### src/logic/dcheck_pkg.sv
// Shared widths, encodings and mismatch codes for the data-side lockstep checker.
// RV32 only. The codes assume naturally aligned accesses and no split transfers.

package dcheck_pkg;

  // --------------------------------------------------
  // widths and queue sizing
  // --------------------------------------------------
  localparam int XLEN            = 32;
  localparam int ACC_QUEUE_DEPTH = 2;
  localparam int ACC_PTR_W       = (ACC_QUEUE_DEPTH > 1) ? $clog2(ACC_QUEUE_DEPTH) : 1;
  localparam int ACC_CNT_W       = $clog2(ACC_QUEUE_DEPTH + 1);

  // --------------------------------------------------
  // instruction encodings
  // --------------------------------------------------
  localparam logic [6:0] OPC_LOAD  = 7'b0000011;
  localparam logic [6:0] OPC_STORE = 7'b0100011;

  // funct3 gives both width and sign for loads, stores only use B, H and W
  localparam logic [2:0] F3_B  = 3'b000;
  localparam logic [2:0] F3_H  = 3'b001;
  localparam logic [2:0] F3_W  = 3'b010;
  localparam logic [2:0] F3_BU = 3'b100;
  localparam logic [2:0] F3_HU = 3'b101;

  // one instruction word seen as a load (I-type) or as a store (S-type)
  typedef union packed {
    struct packed {
      logic [11:0] imm;
      logic [4:0]  rs1;
      logic [2:0]  funct3;
      logic [4:0]  rd;
      logic [6:0]  opcode;
    } i_view;
    struct packed {
      logic [6:0]  imm_hi;
      logic [4:0]  rs2;
      logic [4:0]  rs1;
      logic [2:0]  funct3;
      logic [4:0]  imm_lo;
      logic [6:0]  opcode;
    } s_view;
  } lsu_insn_u;

  // --------------------------------------------------
  // mismatch kinds
  // --------------------------------------------------
  localparam int KIND_W = 3;

  localparam logic [KIND_W-1:0] MM_NONE     = 3'd0;
  localparam logic [KIND_W-1:0] MM_ADDR     = 3'd1;
  localparam logic [KIND_W-1:0] MM_BE       = 3'd2;
  localparam logic [KIND_W-1:0] MM_DATA     = 3'd3;
  localparam logic [KIND_W-1:0] MM_ERR      = 3'd4;
  localparam logic [KIND_W-1:0] MM_MISSING  = 3'd5;
  localparam logic [KIND_W-1:0] MM_OVERFLOW = 3'd6;

endpackage

### src/logic/lsu_access_matcher.sv
// A memory instruction must retire at least one cycle after its response strobe.
// All results are registered and appear one cycle after the event.

`timescale 1ns/1ps

module lsu_access_matcher (
  input  logic                          clk_i,
  input  logic                          rst_ni,
  input  logic                          rvfi_valid_i,
  input  logic [4:0]                    rvfi_rd_addr_i,
  input  logic [dcheck_pkg::XLEN-1:0]   rvfi_rd_wdata_i,
  input  logic                          rvfi_trap_i,
  input  logic                          is_mem_i,
  input  logic                          is_store_i,
  input  logic [2:0]                    funct3_i,
  input  logic [dcheck_pkg::XLEN-1:0]   exp_addr_i,
  input  logic [3:0]                    exp_be_i,
  input  logic [dcheck_pkg::XLEN-1:0]   exp_wdata_i,
  input  logic                          acc_valid_i,
  input  logic                          acc_we_i,
  input  logic [dcheck_pkg::XLEN-1:0]   acc_addr_i,
  input  logic [3:0]                    acc_be_i,
  input  logic [dcheck_pkg::XLEN-1:0]   acc_data_i,
  input  logic                          acc_err_i,
  input  logic                          overflow_i,
  output logic                          acc_pop_o,
  output logic                          mismatch_o,
  output logic [dcheck_pkg::KIND_W-1:0] mismatch_kind_o,
  output logic [15:0]                   checked_count_o
);
  import dcheck_pkg::*;

  logic              mem_ret;
  logic [XLEN-1:0]   be_mask;
  logic [XLEN-1:0]   lane_word;
  logic [XLEN-1:0]   load_val;
  logic              store_bad;
  logic              load_bad;
  logic [KIND_W-1:0] kind;

  logic              mismatch_q;
  logic [KIND_W-1:0] kind_q;
  logic [15:0]       count_q;

  assign mem_ret   = rvfi_valid_i && is_mem_i;
  assign acc_pop_o = mem_ret && acc_valid_i;

  // --------------------------------------------------
  // data checks
  // --------------------------------------------------
  always_comb begin
    for (int i = 0; i < 4; i++) begin
      be_mask[8*i +: 8] = {8{exp_be_i[i]}};
    end
  end

  assign lane_word = acc_data_i >> {exp_addr_i[1:0], 3'b000};

  always_comb begin
    case (funct3_i)
      F3_B:    load_val = {{(XLEN-8){lane_word[7]}}, lane_word[7:0]};
      F3_BU:   load_val = {{(XLEN-8){1'b0}}, lane_word[7:0]};
      F3_H:    load_val = {{(XLEN-16){lane_word[15]}}, lane_word[15:0]};
      F3_HU:   load_val = {{(XLEN-16){1'b0}}, lane_word[15:0]};
      default: load_val = lane_word;
    endcase
  end

  assign store_bad = is_store_i && ((acc_data_i & be_mask) != (exp_wdata_i & be_mask));

  // x0 is never written, so whatever rd_wdata shows for it is ignored
  assign load_bad = !is_store_i && !rvfi_trap_i && (rvfi_rd_addr_i != 5'd0) &&
                    (rvfi_rd_wdata_i != load_val);

  // --------------------------------------------------
  // priority select of the mismatch kind
  // --------------------------------------------------
  always_comb begin
    kind = MM_NONE;
    if (overflow_i) begin
      kind = MM_OVERFLOW;
    end else if (mem_ret) begin
      if (!acc_valid_i) begin
        kind = MM_MISSING;
      end else if (rvfi_trap_i != acc_err_i) begin
        kind = MM_ERR;
      end else if ((acc_we_i != is_store_i) || (acc_addr_i != exp_addr_i)) begin
        kind = MM_ADDR;
      end else if (acc_be_i != exp_be_i) begin
        kind = MM_BE;
      end else if (store_bad || load_bad) begin
        kind = MM_DATA;
      end
    end
  end

  always_ff @(posedge clk_i or negedge rst_ni) begin
    if (!rst_ni) begin
      mismatch_q <= 1'b0;
      kind_q     <= MM_NONE;
      count_q    <= '0;
    end else begin
      mismatch_q <= (kind != MM_NONE);
      kind_q     <= kind;
      if (mem_ret) begin
        count_q <= count_q + 16'd1;
      end
    end
  end

  assign mismatch_o      = mismatch_q;
  assign mismatch_kind_o = kind_q;
  assign checked_count_o = count_q;

endmodule

### config.mk
export PLATFORM = sky130hd
export DESIGN_NAME = lsu_access_matcher
export DESIGN_NICKNAME = d
export VERILOG_FILES = /design/src/logic/dcheck_pkg.sv /design/src/logic/lsu_access_matcher.sv
export SDC_FILE = /design/constraint.sdc
export NUM_CORES = 1
export LEC_CHECK = 0
export BUFFER_PORTS_ARGS = -buffer_cell sky130_fd_sc_hd__buf_2
export CAP_MARGIN = 25
export CORE_MARGIN = 2
export CORE_UTILIZATION = 47
export DETAILED_ROUTE_END_ITERATION = 12
export PLACE_DENSITY = 0.9
export SYNTH_ARGS = -nofsm -noshare
export SYNTH_HDL_FRONTEND = slang
export SYNTH_SLANG_ARGS = --single-unit
### constraint.sdc
create_clock -name clk_i -period 3.1 [get_ports clk_i]
set_clock_uncertainty 0.1 [all_clocks]
set_input_delay 0.31 -clock clk_i [delete_from_list [all_inputs] [get_ports clk_i]]
set_output_delay 0.31 -clock clk_i [all_outputs]
set_load 0.02 [all_outputs]
# Yosys cells after proc, flatten, opt, wreduce, memory -nomap -nowiden
# Index checks and enable logic that the tools add are counted.
[classes]
n_addsub = 1
eq_ne = 9
shift = 1
mux = 8
n_bitwise = 2
n_reduce_logical = 13
[ops]
columns = ["operator", "n"]
rows = [
  ["$pmux 32 s4", 1],
  ["$ne 32x32->1", 3],
  ["$and 32x32->32", 2],
  ["$shr 32x5->32", 1],
  ["$add 16x1->16 const B", 1],
  ["$mux 3", 4],
  ["$eq 3x3->1 const B", 2],
  ["$logic_and 1x1->1", 6],
  ["$mux 2", 3],
  ["$reduce_bool 5->1", 1],
  ["$ne 4x4->1", 1],
  ["$eq 3x1->1 const B", 1],
  ["$logic_not 3->1", 1],
  ["$reduce_bool 3->1", 1],
  ["$logic_not 1->1", 2],
  ["$logic_or 1x1->1", 2],
  ["$ne 1x1->1", 2],
]
[totals]
register_bits = 20
in_bits = 186
output_inout_bits = 21
elab_cells = 37

# Logic depth before layout (Yosys ltp)
# Gate-level depths: netlist of the first run.
[logic_depth]
ltp_word = 13
mapped_depth = 11
depth_no_buf = 8

# Least setup slack after synthesis of the first run
# Ideal clock, no wire load.
[synth_timing]
path_kind = "input -> register"
start = "input exp_addr_i[0] in the netlist's numbering"
end = "register kind_q[0] (netlist: mismatch_kind_o[0])"
setup_ns = 0.135
arrival_ns = 2.073
required_time_ns = 2.865
path_slack_ns = 0.792
stages = 8
n_path_buf = 1
cell_sequence = "buf_6 mux4_2 nor3b_4 o31a_1 a311oi_1 and4_1 a41o_1 a311oi_2"
[synth_via]
elab_chain_len = 12
elab_cells_between_ends = 14
cone_classes = "2 x eq/ne; 1 x shift; 8 x mux; 3 x reduce/logical"
[synth_lines]
columns = ["item", "line", "source"]
rows = [
  ["from (decl)", "lsu_access_matcher.sv:16", "input logic [dcheck_pkg::XLEN-1:0] exp_addr_i,"],
  ["$shr 32x5->32", "lsu_access_matcher.sv:57", "assign lane_word = acc_data_i >> {exp_addr_i[1:0], 3'b000};"],
  ["$pmux 32 s4", "lsu_access_matcher.sv:60", "case (funct3_i)"],
  ["$ne 32x32->1", "lsu_access_matcher.sv:73", "(rvfi_rd_wdata_i != load_val);"],
  ["$logic_and 1x1->1", "lsu_access_matcher.sv:72", "assign load_bad = !is_store_i && !rvfi_trap_i && (rvfi_rd_addr_i != 5'd0) &&"],
  ["$logic_or 1x1->1", "lsu_access_matcher.sv:91", "end else if (store_bad || load_bad) begin"],
  ["$mux 2", "lsu_access_matcher.sv:91", ""],
  ["$mux 2", "lsu_access_matcher.sv:89", "end else if (acc_be_i != exp_be_i) begin"],
  ["$mux 2 (*)", "lsu_access_matcher.sv:87", "end else if ((acc_we_i != is_store_i) || (acc_addr_i != exp_addr_i)) begin"],
  ["$mux 3 (*)", "lsu_access_matcher.sv:85", "end else if (rvfi_trap_i != acc_err_i) begin"],
  ["$mux 3 (*)", "lsu_access_matcher.sv:83", "if (!acc_valid_i) begin"],
  ["$mux 3 (*)", "lsu_access_matcher.sv:82", "end else if (mem_ret) begin"],
  ["$mux 3 (*)", "lsu_access_matcher.sv:80", "if (overflow_i) begin"],
  ["via kind[0]", "lsu_access_matcher.sv:39", "logic [KIND_W-1:0] kind;"],
  ["to (signal assigned)", "lsu_access_matcher.sv:104", "kind_q <= kind;"],
  ["to (decl)", "lsu_access_matcher.sv:42", "logic [KIND_W-1:0] kind_q;"],
]
# Mark *: on every way through the listed nets, which the timed path passes. The rest lies on a longest branch.
# A chain may end at the register's enable or synchronous reset.

# Worst setup path in the final report of the first run
[layout_timing]
start = "input exp_addr_i[1] in the netlist's numbering"
end = "register mismatch_q (netlist: mismatch_o)"
[layout_via]
elab_chain_len = 13
elab_cells_between_ends = 15
cone_classes = "2 x eq/ne; 1 x shift; 8 x mux; 4 x reduce/logical"
[layout_lines]
columns = ["item", "line", "source"]
rows = [
  ["$shr 32x5->32", "lsu_access_matcher.sv:57", ""],
  ["$pmux 32 s4", "lsu_access_matcher.sv:60", ""],
  ["$ne 32x32->1", "lsu_access_matcher.sv:73", ""],
  ["$logic_and 1x1->1", "lsu_access_matcher.sv:72", ""],
  ["$logic_or 1x1->1", "lsu_access_matcher.sv:91", ""],
  ["$mux 2", "lsu_access_matcher.sv:91", ""],
  ["$mux 2", "lsu_access_matcher.sv:89", ""],
  ["$mux 2 (*)", "lsu_access_matcher.sv:87", ""],
  ["$mux 3 (*)", "lsu_access_matcher.sv:85", ""],
  ["$mux 3 (*)", "lsu_access_matcher.sv:83", ""],
  ["$mux 3 (*)", "lsu_access_matcher.sv:82", ""],
  ["$mux 3 (*)", "lsu_access_matcher.sv:80", ""],
  ["$reduce_bool 3->1 (*)", "lsu_access_matcher.sv:103", "mismatch_q <= (kind != MM_NONE);"],
  ["to (signal assigned)", "lsu_access_matcher.sv:103", ""],
  ["to (decl)", "lsu_access_matcher.sv:41", "logic mismatch_q;"],
]
# Mark *: on every way between the ends. The rest lies on a longest branch, timed or not.

==> metrics.txt, run 1 <==
result of the run=completed; largest net degree at the start of global routing=21; Worst Hold Class=in2reg; unique cell type count in the Yosys netlist=66; GRT Util Overall=0.322; WP depth=8; min Tclk post-route=2.79 ns; CTS tree=done; mean post-synth cell area=8.40 um2; top post-synthesis cells by count=72 x xnor2_1, 29 x xor2_1, 24 x nor2_1, 23 x mux2i_1, 23 x nand2_1; CP max stage delay=0.56 ns; FFs w/ async S/R, synth=1.00; share of post-route cells with drive strength above 1=0.400; fin cells=651; pwr/cell area=287 mW/mm2; Filler cells=roughly 530; Detail Route Antenna Nets=0; Post-synth EDFFs=0; Max Fclk=between 300 and 400 MHz; met2 wire len=6.02 mm; RSZ-0062 raised after global routing=no; leakage power=between 2 and 2.5 nW; worst slew pin tran=0.638 ns; Final WS setup=between 0.3 and 0.4 ns; die area=~0.0073 mm2; metal3 WL=between 1 and 1.5 mm; Final GP Congestion=around 1.0; cell taking the most area after synthesis=xnor2_1; CP startpoint kind=input pin; fin crit share=0.899; post-CTS resize count=0; WP buf/inv=1; setup_tns=0 ns; number of global-route vias before repair=3963; routed wire length=12.0 mm; crit-path max FO=19; R2R depth=5; Slew HR=0.571; vias after detailed routing=3900; Die H=between 80 and 90 um; CTS Root Cell=clkbuf_8; Final #Nets=approximately 760; Top FF cell, synth=dfrtp_1; # clock sinks=20; Clk pin slew, worst setup/hold paths=0.08 ns; CTS max path bufs=2; Metal-1 WL=4.24 mm; Crit Path Class=in2reg; FP Rows=29; Cells after DPL=645; top-count cell post-synth=xnor2_1; Largest delay share family, worst path=simple AND/OR/NAND/NOR gates; synth-to-layout area growth=36.2%; Starting Density=0.489; Synth area leaders=xnor2_1 20%, dfrtp_1 16%, xor2_1 8.1%; Hold Violations, Final=0; global-route wire length before repair=18.8 mm; crit-path cells=buf_2 -> nor2b_1 -> a22oi_1 -> or4_1 -> a311oi_1 -> and4_1 -> a41o_1 -> a31oi_1; H-tree levels=1; Critical Path Sink Type=register; Setup Slack @ Placement=0.128 ns; YS warnings=0; Top Ports=207; core area=between 0.006 and 0.007 mm2; dpl hpwl=10.2 mm; Residual DRC=0; FF+latch count, synth=20; Max-Cap Viols=0; setup bufs post-CTS=0; TritonCTS buffer count=3; DR WL/cell=18.5 um; syn_nets=between 500 and 600; CP max stage cell=nor2b_1; share of the synthesized area in the top cell type=0.202; Cells after Synth=372; max layer used=met4; clock network latency to the later pin of the worst-skew pair=0.26 ns; register area share after synthesis=0.160; Min Hold Slack=0.199 ns; Initial DRT Pass Iterations=5; GR Overflow Total=0; hold path cells=2; VDD IR max=0.379 mV; Critical Path RT=3.15 ns; Port-buffer cells=206; cell area after synthesis=about 0.0031 mm2; total design power=0.00122 W; initial antenna violation count=1; via density per instance=5.99; DR iter-0 viols=about 250; Die Width=85.5 um; # setup viols final=0; Worst Path Arrival=2.83 ns; Slew Limit Fails=0
placed cells by master, fill, tap and decap left out, types with 7 or more instances in the layout:
master / count
nand2_1: 23
nor3_1: 11
mux2i_1: 23
a21oi_1: 12
xnor2_1: 72
and3_1: 10
xor2_1: 29
buf_2: 206
inv_1: 7
nor2_1: 24
o21ai_0: 13
nand4_1: 19
nor4_1: 9
dfrtp_1: 20
routing by layer:
metal  global-route usage  vias up
met2                0.592      276
met3               0.0645       54
met4                0.120        0
met1                0.365     1782
met5                    0        -
li1                     -     1788
path summary, 6_finish.rpt:
| path | slack (ns) | endpoint | from |
|---|---|---|---|
| min in group asynchronous | 0.43 | checked_count_o[15]$_DFFE_PN0P_ | rst_ni |
| min reg2reg | 0.38 | checked_count_o[15]$_DFFE_PN0P_ | checked_count_o[15]$_DFFE_PN0P_ |
| max in group asynchronous | 2.15 | checked_count_o[10]$_DFFE_PN0P_ | rst_ni |
| min | 0.20 | mismatch_kind_o[0]$_DFF_PN0_ | acc_valid_i |
| max reg2reg | 1.44 | checked_count_o[12]$_DFFE_PN0P_ | checked_count_o[2]$_DFFE_PN0P_ |
| max | 0.31 | mismatch_o$_DFF_PN0_ | exp_addr_i[1] |
layout make-up:
cell class	count	area, um2	share of cell area
Tap cell	77	96.3	0.0226
Multi-Input combinational cell	332	2500	0.586
Inverter	7	26.3	0.00617
Timing Repair Buffer	210	1060	0.250
Sequential cell	20	500	0.118
Clock buffer	3	41.3	0.00970
Antenna cell	1	2.50	0.000588
Clock inverter	1	30.0	0.00705
state kept, by name, indices dropped and copies added, names as in the netlist:
signal,count
checked_count_o,16
mismatch_kind_o,3
mismatch_o,1
power breakdown:
group / leakage (nW) / internal [W] / switching, W
registers: 0.263 / 0.000295 / 0.0000403
clock network: 0.0357 / 0.000172 / 0.0000918
logic: 1.71 / 0.000288 / 0.000335
total: 2.01 / 0.000755 / 0.000467
per-stage QoR:
step | utilization | area (um2)
3_5_place_dp | 0.653 | 4170
5_1_grt | 0.667 | 4260
2_1_floorplan | - | 3120
3_3_place_gp | 0.653 | 4170
4_1_cts | 0.666 | 4250
6_report | 0.667 | 4260
cell families after synthesis:
kind of cell | share of synthesized area
and+or+nand+nor | 0.217
xor gates and xnor gates | 0.283
AOI/OAI and AO/OA | 0.184
muxes | 0.111
buffers and inverters | 0.0408
DFF | 0.160
adders and majority gates | 0.00400
repair_timing:
item / CTS / global route
setup endpoints to repair: 0 / 0
hold endpoints to repair: 20 / 0
hold buffers: 1 / 0
(Power assumes the default switching activity.)
==> run 2: changes to the inputs <==
--- a/config.mk
+++ b/config.mk
@@ -10,6 +10,8 @@
 export CORE_MARGIN = 2
 export CORE_UTILIZATION = 47
 export DETAILED_ROUTE_END_ITERATION = 12
+export GPL_TIMING_DRIVEN = 0
+export MAX_ROUTING_LAYER = met4
 export PLACE_DENSITY = 0.9
 export SYNTH_ARGS = -nofsm -noshare
 export SYNTH_HDL_FRONTEND = slang
==> run 2 against run 1 <==
  * Critical path type unchanged
  * Global-route usage is 0.74 points lower
  * Worst hold slack worse by 0.029 ns
  * Sequential power hardly changed
  * Setup slack better by 0.13 ns
  * Highest routed layer unchanged
  * Routed wire length is 1.9% lower
  * Flip-flop and latch count stayed put
  * Critical path depth is 3 higher
  * Cell count is 0.92% higher
==> metrics.txt, run 2 (same netlist as run 1, synthesis figures left out) <==
# clock sinks=20 (unchanged); Die H=85.5 um (unchanged); CTS Hold Bufs=1 (unchanged); Setup Slack @ Placement=0.275 ns (was 0.128 ns); Critical Path Sink Type=register (unchanged); CP startpoint kind=input pin (unchanged); H-tree levels=1 (unchanged); DR WL/cell=18.0 um (was 18.5 um); reg2reg setup slack=1.41 ns (was 1.44 ns); GRT Util Overall=0.314 (was 0.322); Residual DRC=0 (unchanged); RSZ-0062 raised after global routing=no (unchanged); Max-Cap Viols=0 (unchanged); vias after detailed routing=3879 (was 3900); DR iter-0 viols=206 (was 247); via density per instance=5.90 (was 5.99); most common cell after layout, fill and taps aside=buf_2 (unchanged); Top Ports=207 (unchanged); Slew Limit Fails=0 (unchanged); VDD IR max=0.313 mV (was 0.379 mV); worst r2r src=checked_count_o[2]$_DFFE_PN0P_ (unchanged); Die Width=85.5 um (unchanged); initial antenna violation count=0 (was 1); Slew HR=0.451 (was 0.571); Starting Density=0.489 (unchanged); # setup viols final=0 (unchanged); core area=0.00639 mm2 (unchanged); CTS tree=done (unchanged); Worst Hold Class=in2reg (unchanged); Port-buffer cells=203 (was 206); TritonCTS buffer count=3 (unchanged); Final #Nets=768 (was 761); dpl hpwl=9.99 mm (was 10.2 mm); Detail Route Antenna Nets=0 (unchanged); pwr/cell area=272 mW/mm2 (was 287 mW/mm2); crit-path max FO=10 (was 19); diode count=0 (was 1); synth-to-layout area growth=37.7% (was 36.2%); hold path cells=2 (unchanged); GR Overflow Total=0 (unchanged); Critical Path RT=3.14 ns (was 3.15 ns); FP Rows=29 (unchanged); Worst Path Arrival=2.70 ns (was 2.83 ns); share of post-route cells with drive strength above 1=0.400 (about the same); post-CTS resize count=0 (unchanged); R2R depth=5 (unchanged); Clk pin slew, worst setup/hold paths=0.07 ns (was 0.08 ns); global-route wire length before repair=17.8 mm (was 18.8 mm); total design power=0.00117 W (was 0.00122 W); largest net degree at the start of global routing=21 (unchanged); Sequential Area=500 um2 (unchanged); min Tclk post-route=2.66 ns (was 2.79 ns); clock network latency to the later pin of the worst-skew pair=0.26 ns (about the same); Multi-input gate area=0.00250 mm2 (unchanged); die area=0.00732 mm2 (unchanged); Initial DRT Pass Iterations=4 (was 5); placed inst area=0.00424 mm2 (was 0.00417 mm2); setup_tns=0 ns (unchanged); number of global-route vias before repair=3802 (was 3963); R2R Path End=checked_count_o[14]$_DFFE_PN0P_ (was checked_count_o[12]$_DFFE_PN0P_); result of the run=completed (unchanged); Hold Startpoint=overflow_i (was acc_valid_i); Final WS setup=0.443 ns (was 0.314 ns); Filler cells=533 (was 532); leakage power=2.04 nW (was 2.01 nW); Final GP Congestion=0.998 (was 1.03); Hold Violations, Final=0 (unchanged); Crit Path Class=in2reg (unchanged); CTS Root Cell=clkbuf_8 (unchanged); fin crit share=0.857 (was 0.899); Max Fclk=376 MHz (was 359 MHz); worst slew pin tran=0.816 ns (was 0.638 ns); design area=0.00430 mm2 (was 0.00426 mm2); routed wire length=11.8 mm (was 12.0 mm); Hold EP=mismatch_kind_o[0]$_DFF_PN0_ (unchanged); setup bufs post-CTS=0 (unchanged); most frequent cells in the layout=207 x buf_2, 72 x xnor2_1, 29 x xor2_1, 24 x nor2_1 (was 206 x buf_2, 72 x xnor2_1, 29 x xor2_1, 24 x nor2_1); CTS max path bufs=2 (unchanged); final core utilization=0.674 (was 0.667); max reg flops=16 (unchanged)
-- run 2: cell types whose count changed in the layout (fill, tap and decap cells not counted), sizes merged --
cell	delta
clkbuf	+5
buf	+3
bufinv	-1
diode	-1
-- run 2: how the worst max path moves through the flow --
stage | from | endpoint | slack [ns] | depth (start not counted)
6_report | exp_addr_i[1] | mismatch_o$_DFF_PN0_ | 0.44 | 11
5_1_grt | exp_addr_i[1] | mismatch_o$_DFF_PN0_ | 0.35 | 11
4_1_cts | exp_addr_i[1] | mismatch_o$_DFF_PN0_ | 0.54 | 11
3_5_place_dp | exp_addr_i[1] | mismatch_o$_DFF_PN0_ | 0.27 | 11
3_3_place_gp | exp_addr_i[1] | mismatch_kind_o[0]$_DFF_PN0_ | 0.30 | 11
2_1_floorplan | exp_addr_i[0] | mismatch_kind_o[0]$_DFF_PN0_ | 0.79 | 8
-- run 2: metal layers --
| metal | routed length (um) | vias up | global-route usage |
|---|---|---|---|
| met2 | 5880 | 234 | 0.558 |
| met1 | 4320 | 1801 | 0.337 |
| met3 | 1130 | 43 | 0.0654 |
| met5 | 0 | - | - |
| met4 | 470 | 0 | 0.139 |
| li1 | - | 1801 | - |
-- run 2: power by group --
part / internal, W / total (W) / switching [W]
logic: 0.000296 / 0.000630 / 0.000335
registers: 0.000295 / 0.000338 / 0.0000427
clock network: 0.000113 / 0.000202 / 0.0000888
total: 0.000704 / 0.00117 / 0.000466
-- run 2: cell type report --
class                      instances  share of cell area
sequential                        20               0.116
tap                               77              0.0224
clock buffer                       4              0.0128
buffer                            13              0.0236
inverter                           7             0.00611
timing repair buffer             204               0.239
multi-input combinational        332               0.580
-- run 2: worst max-delay path, stage by stage --
cell and delay, ns:
buf_2 0.12, buf_4 0.17, buf_2 0.19, nor2_2 0.34, a21boi_0 0.18, nor4_2 0.24
o22ai_1 0.11, nor4_1 0.44, and4_1 0.30, a41o_1 0.20, a31oi_1 0.09
-- run 2: stage by stage --
step	hold WS (ns)	instances
finish	0.171	657
global route	0.175	657
CTS	0.174	657
detailed placement	0.172	652
global placement	0.167	652
floorplan	-0.0856	372
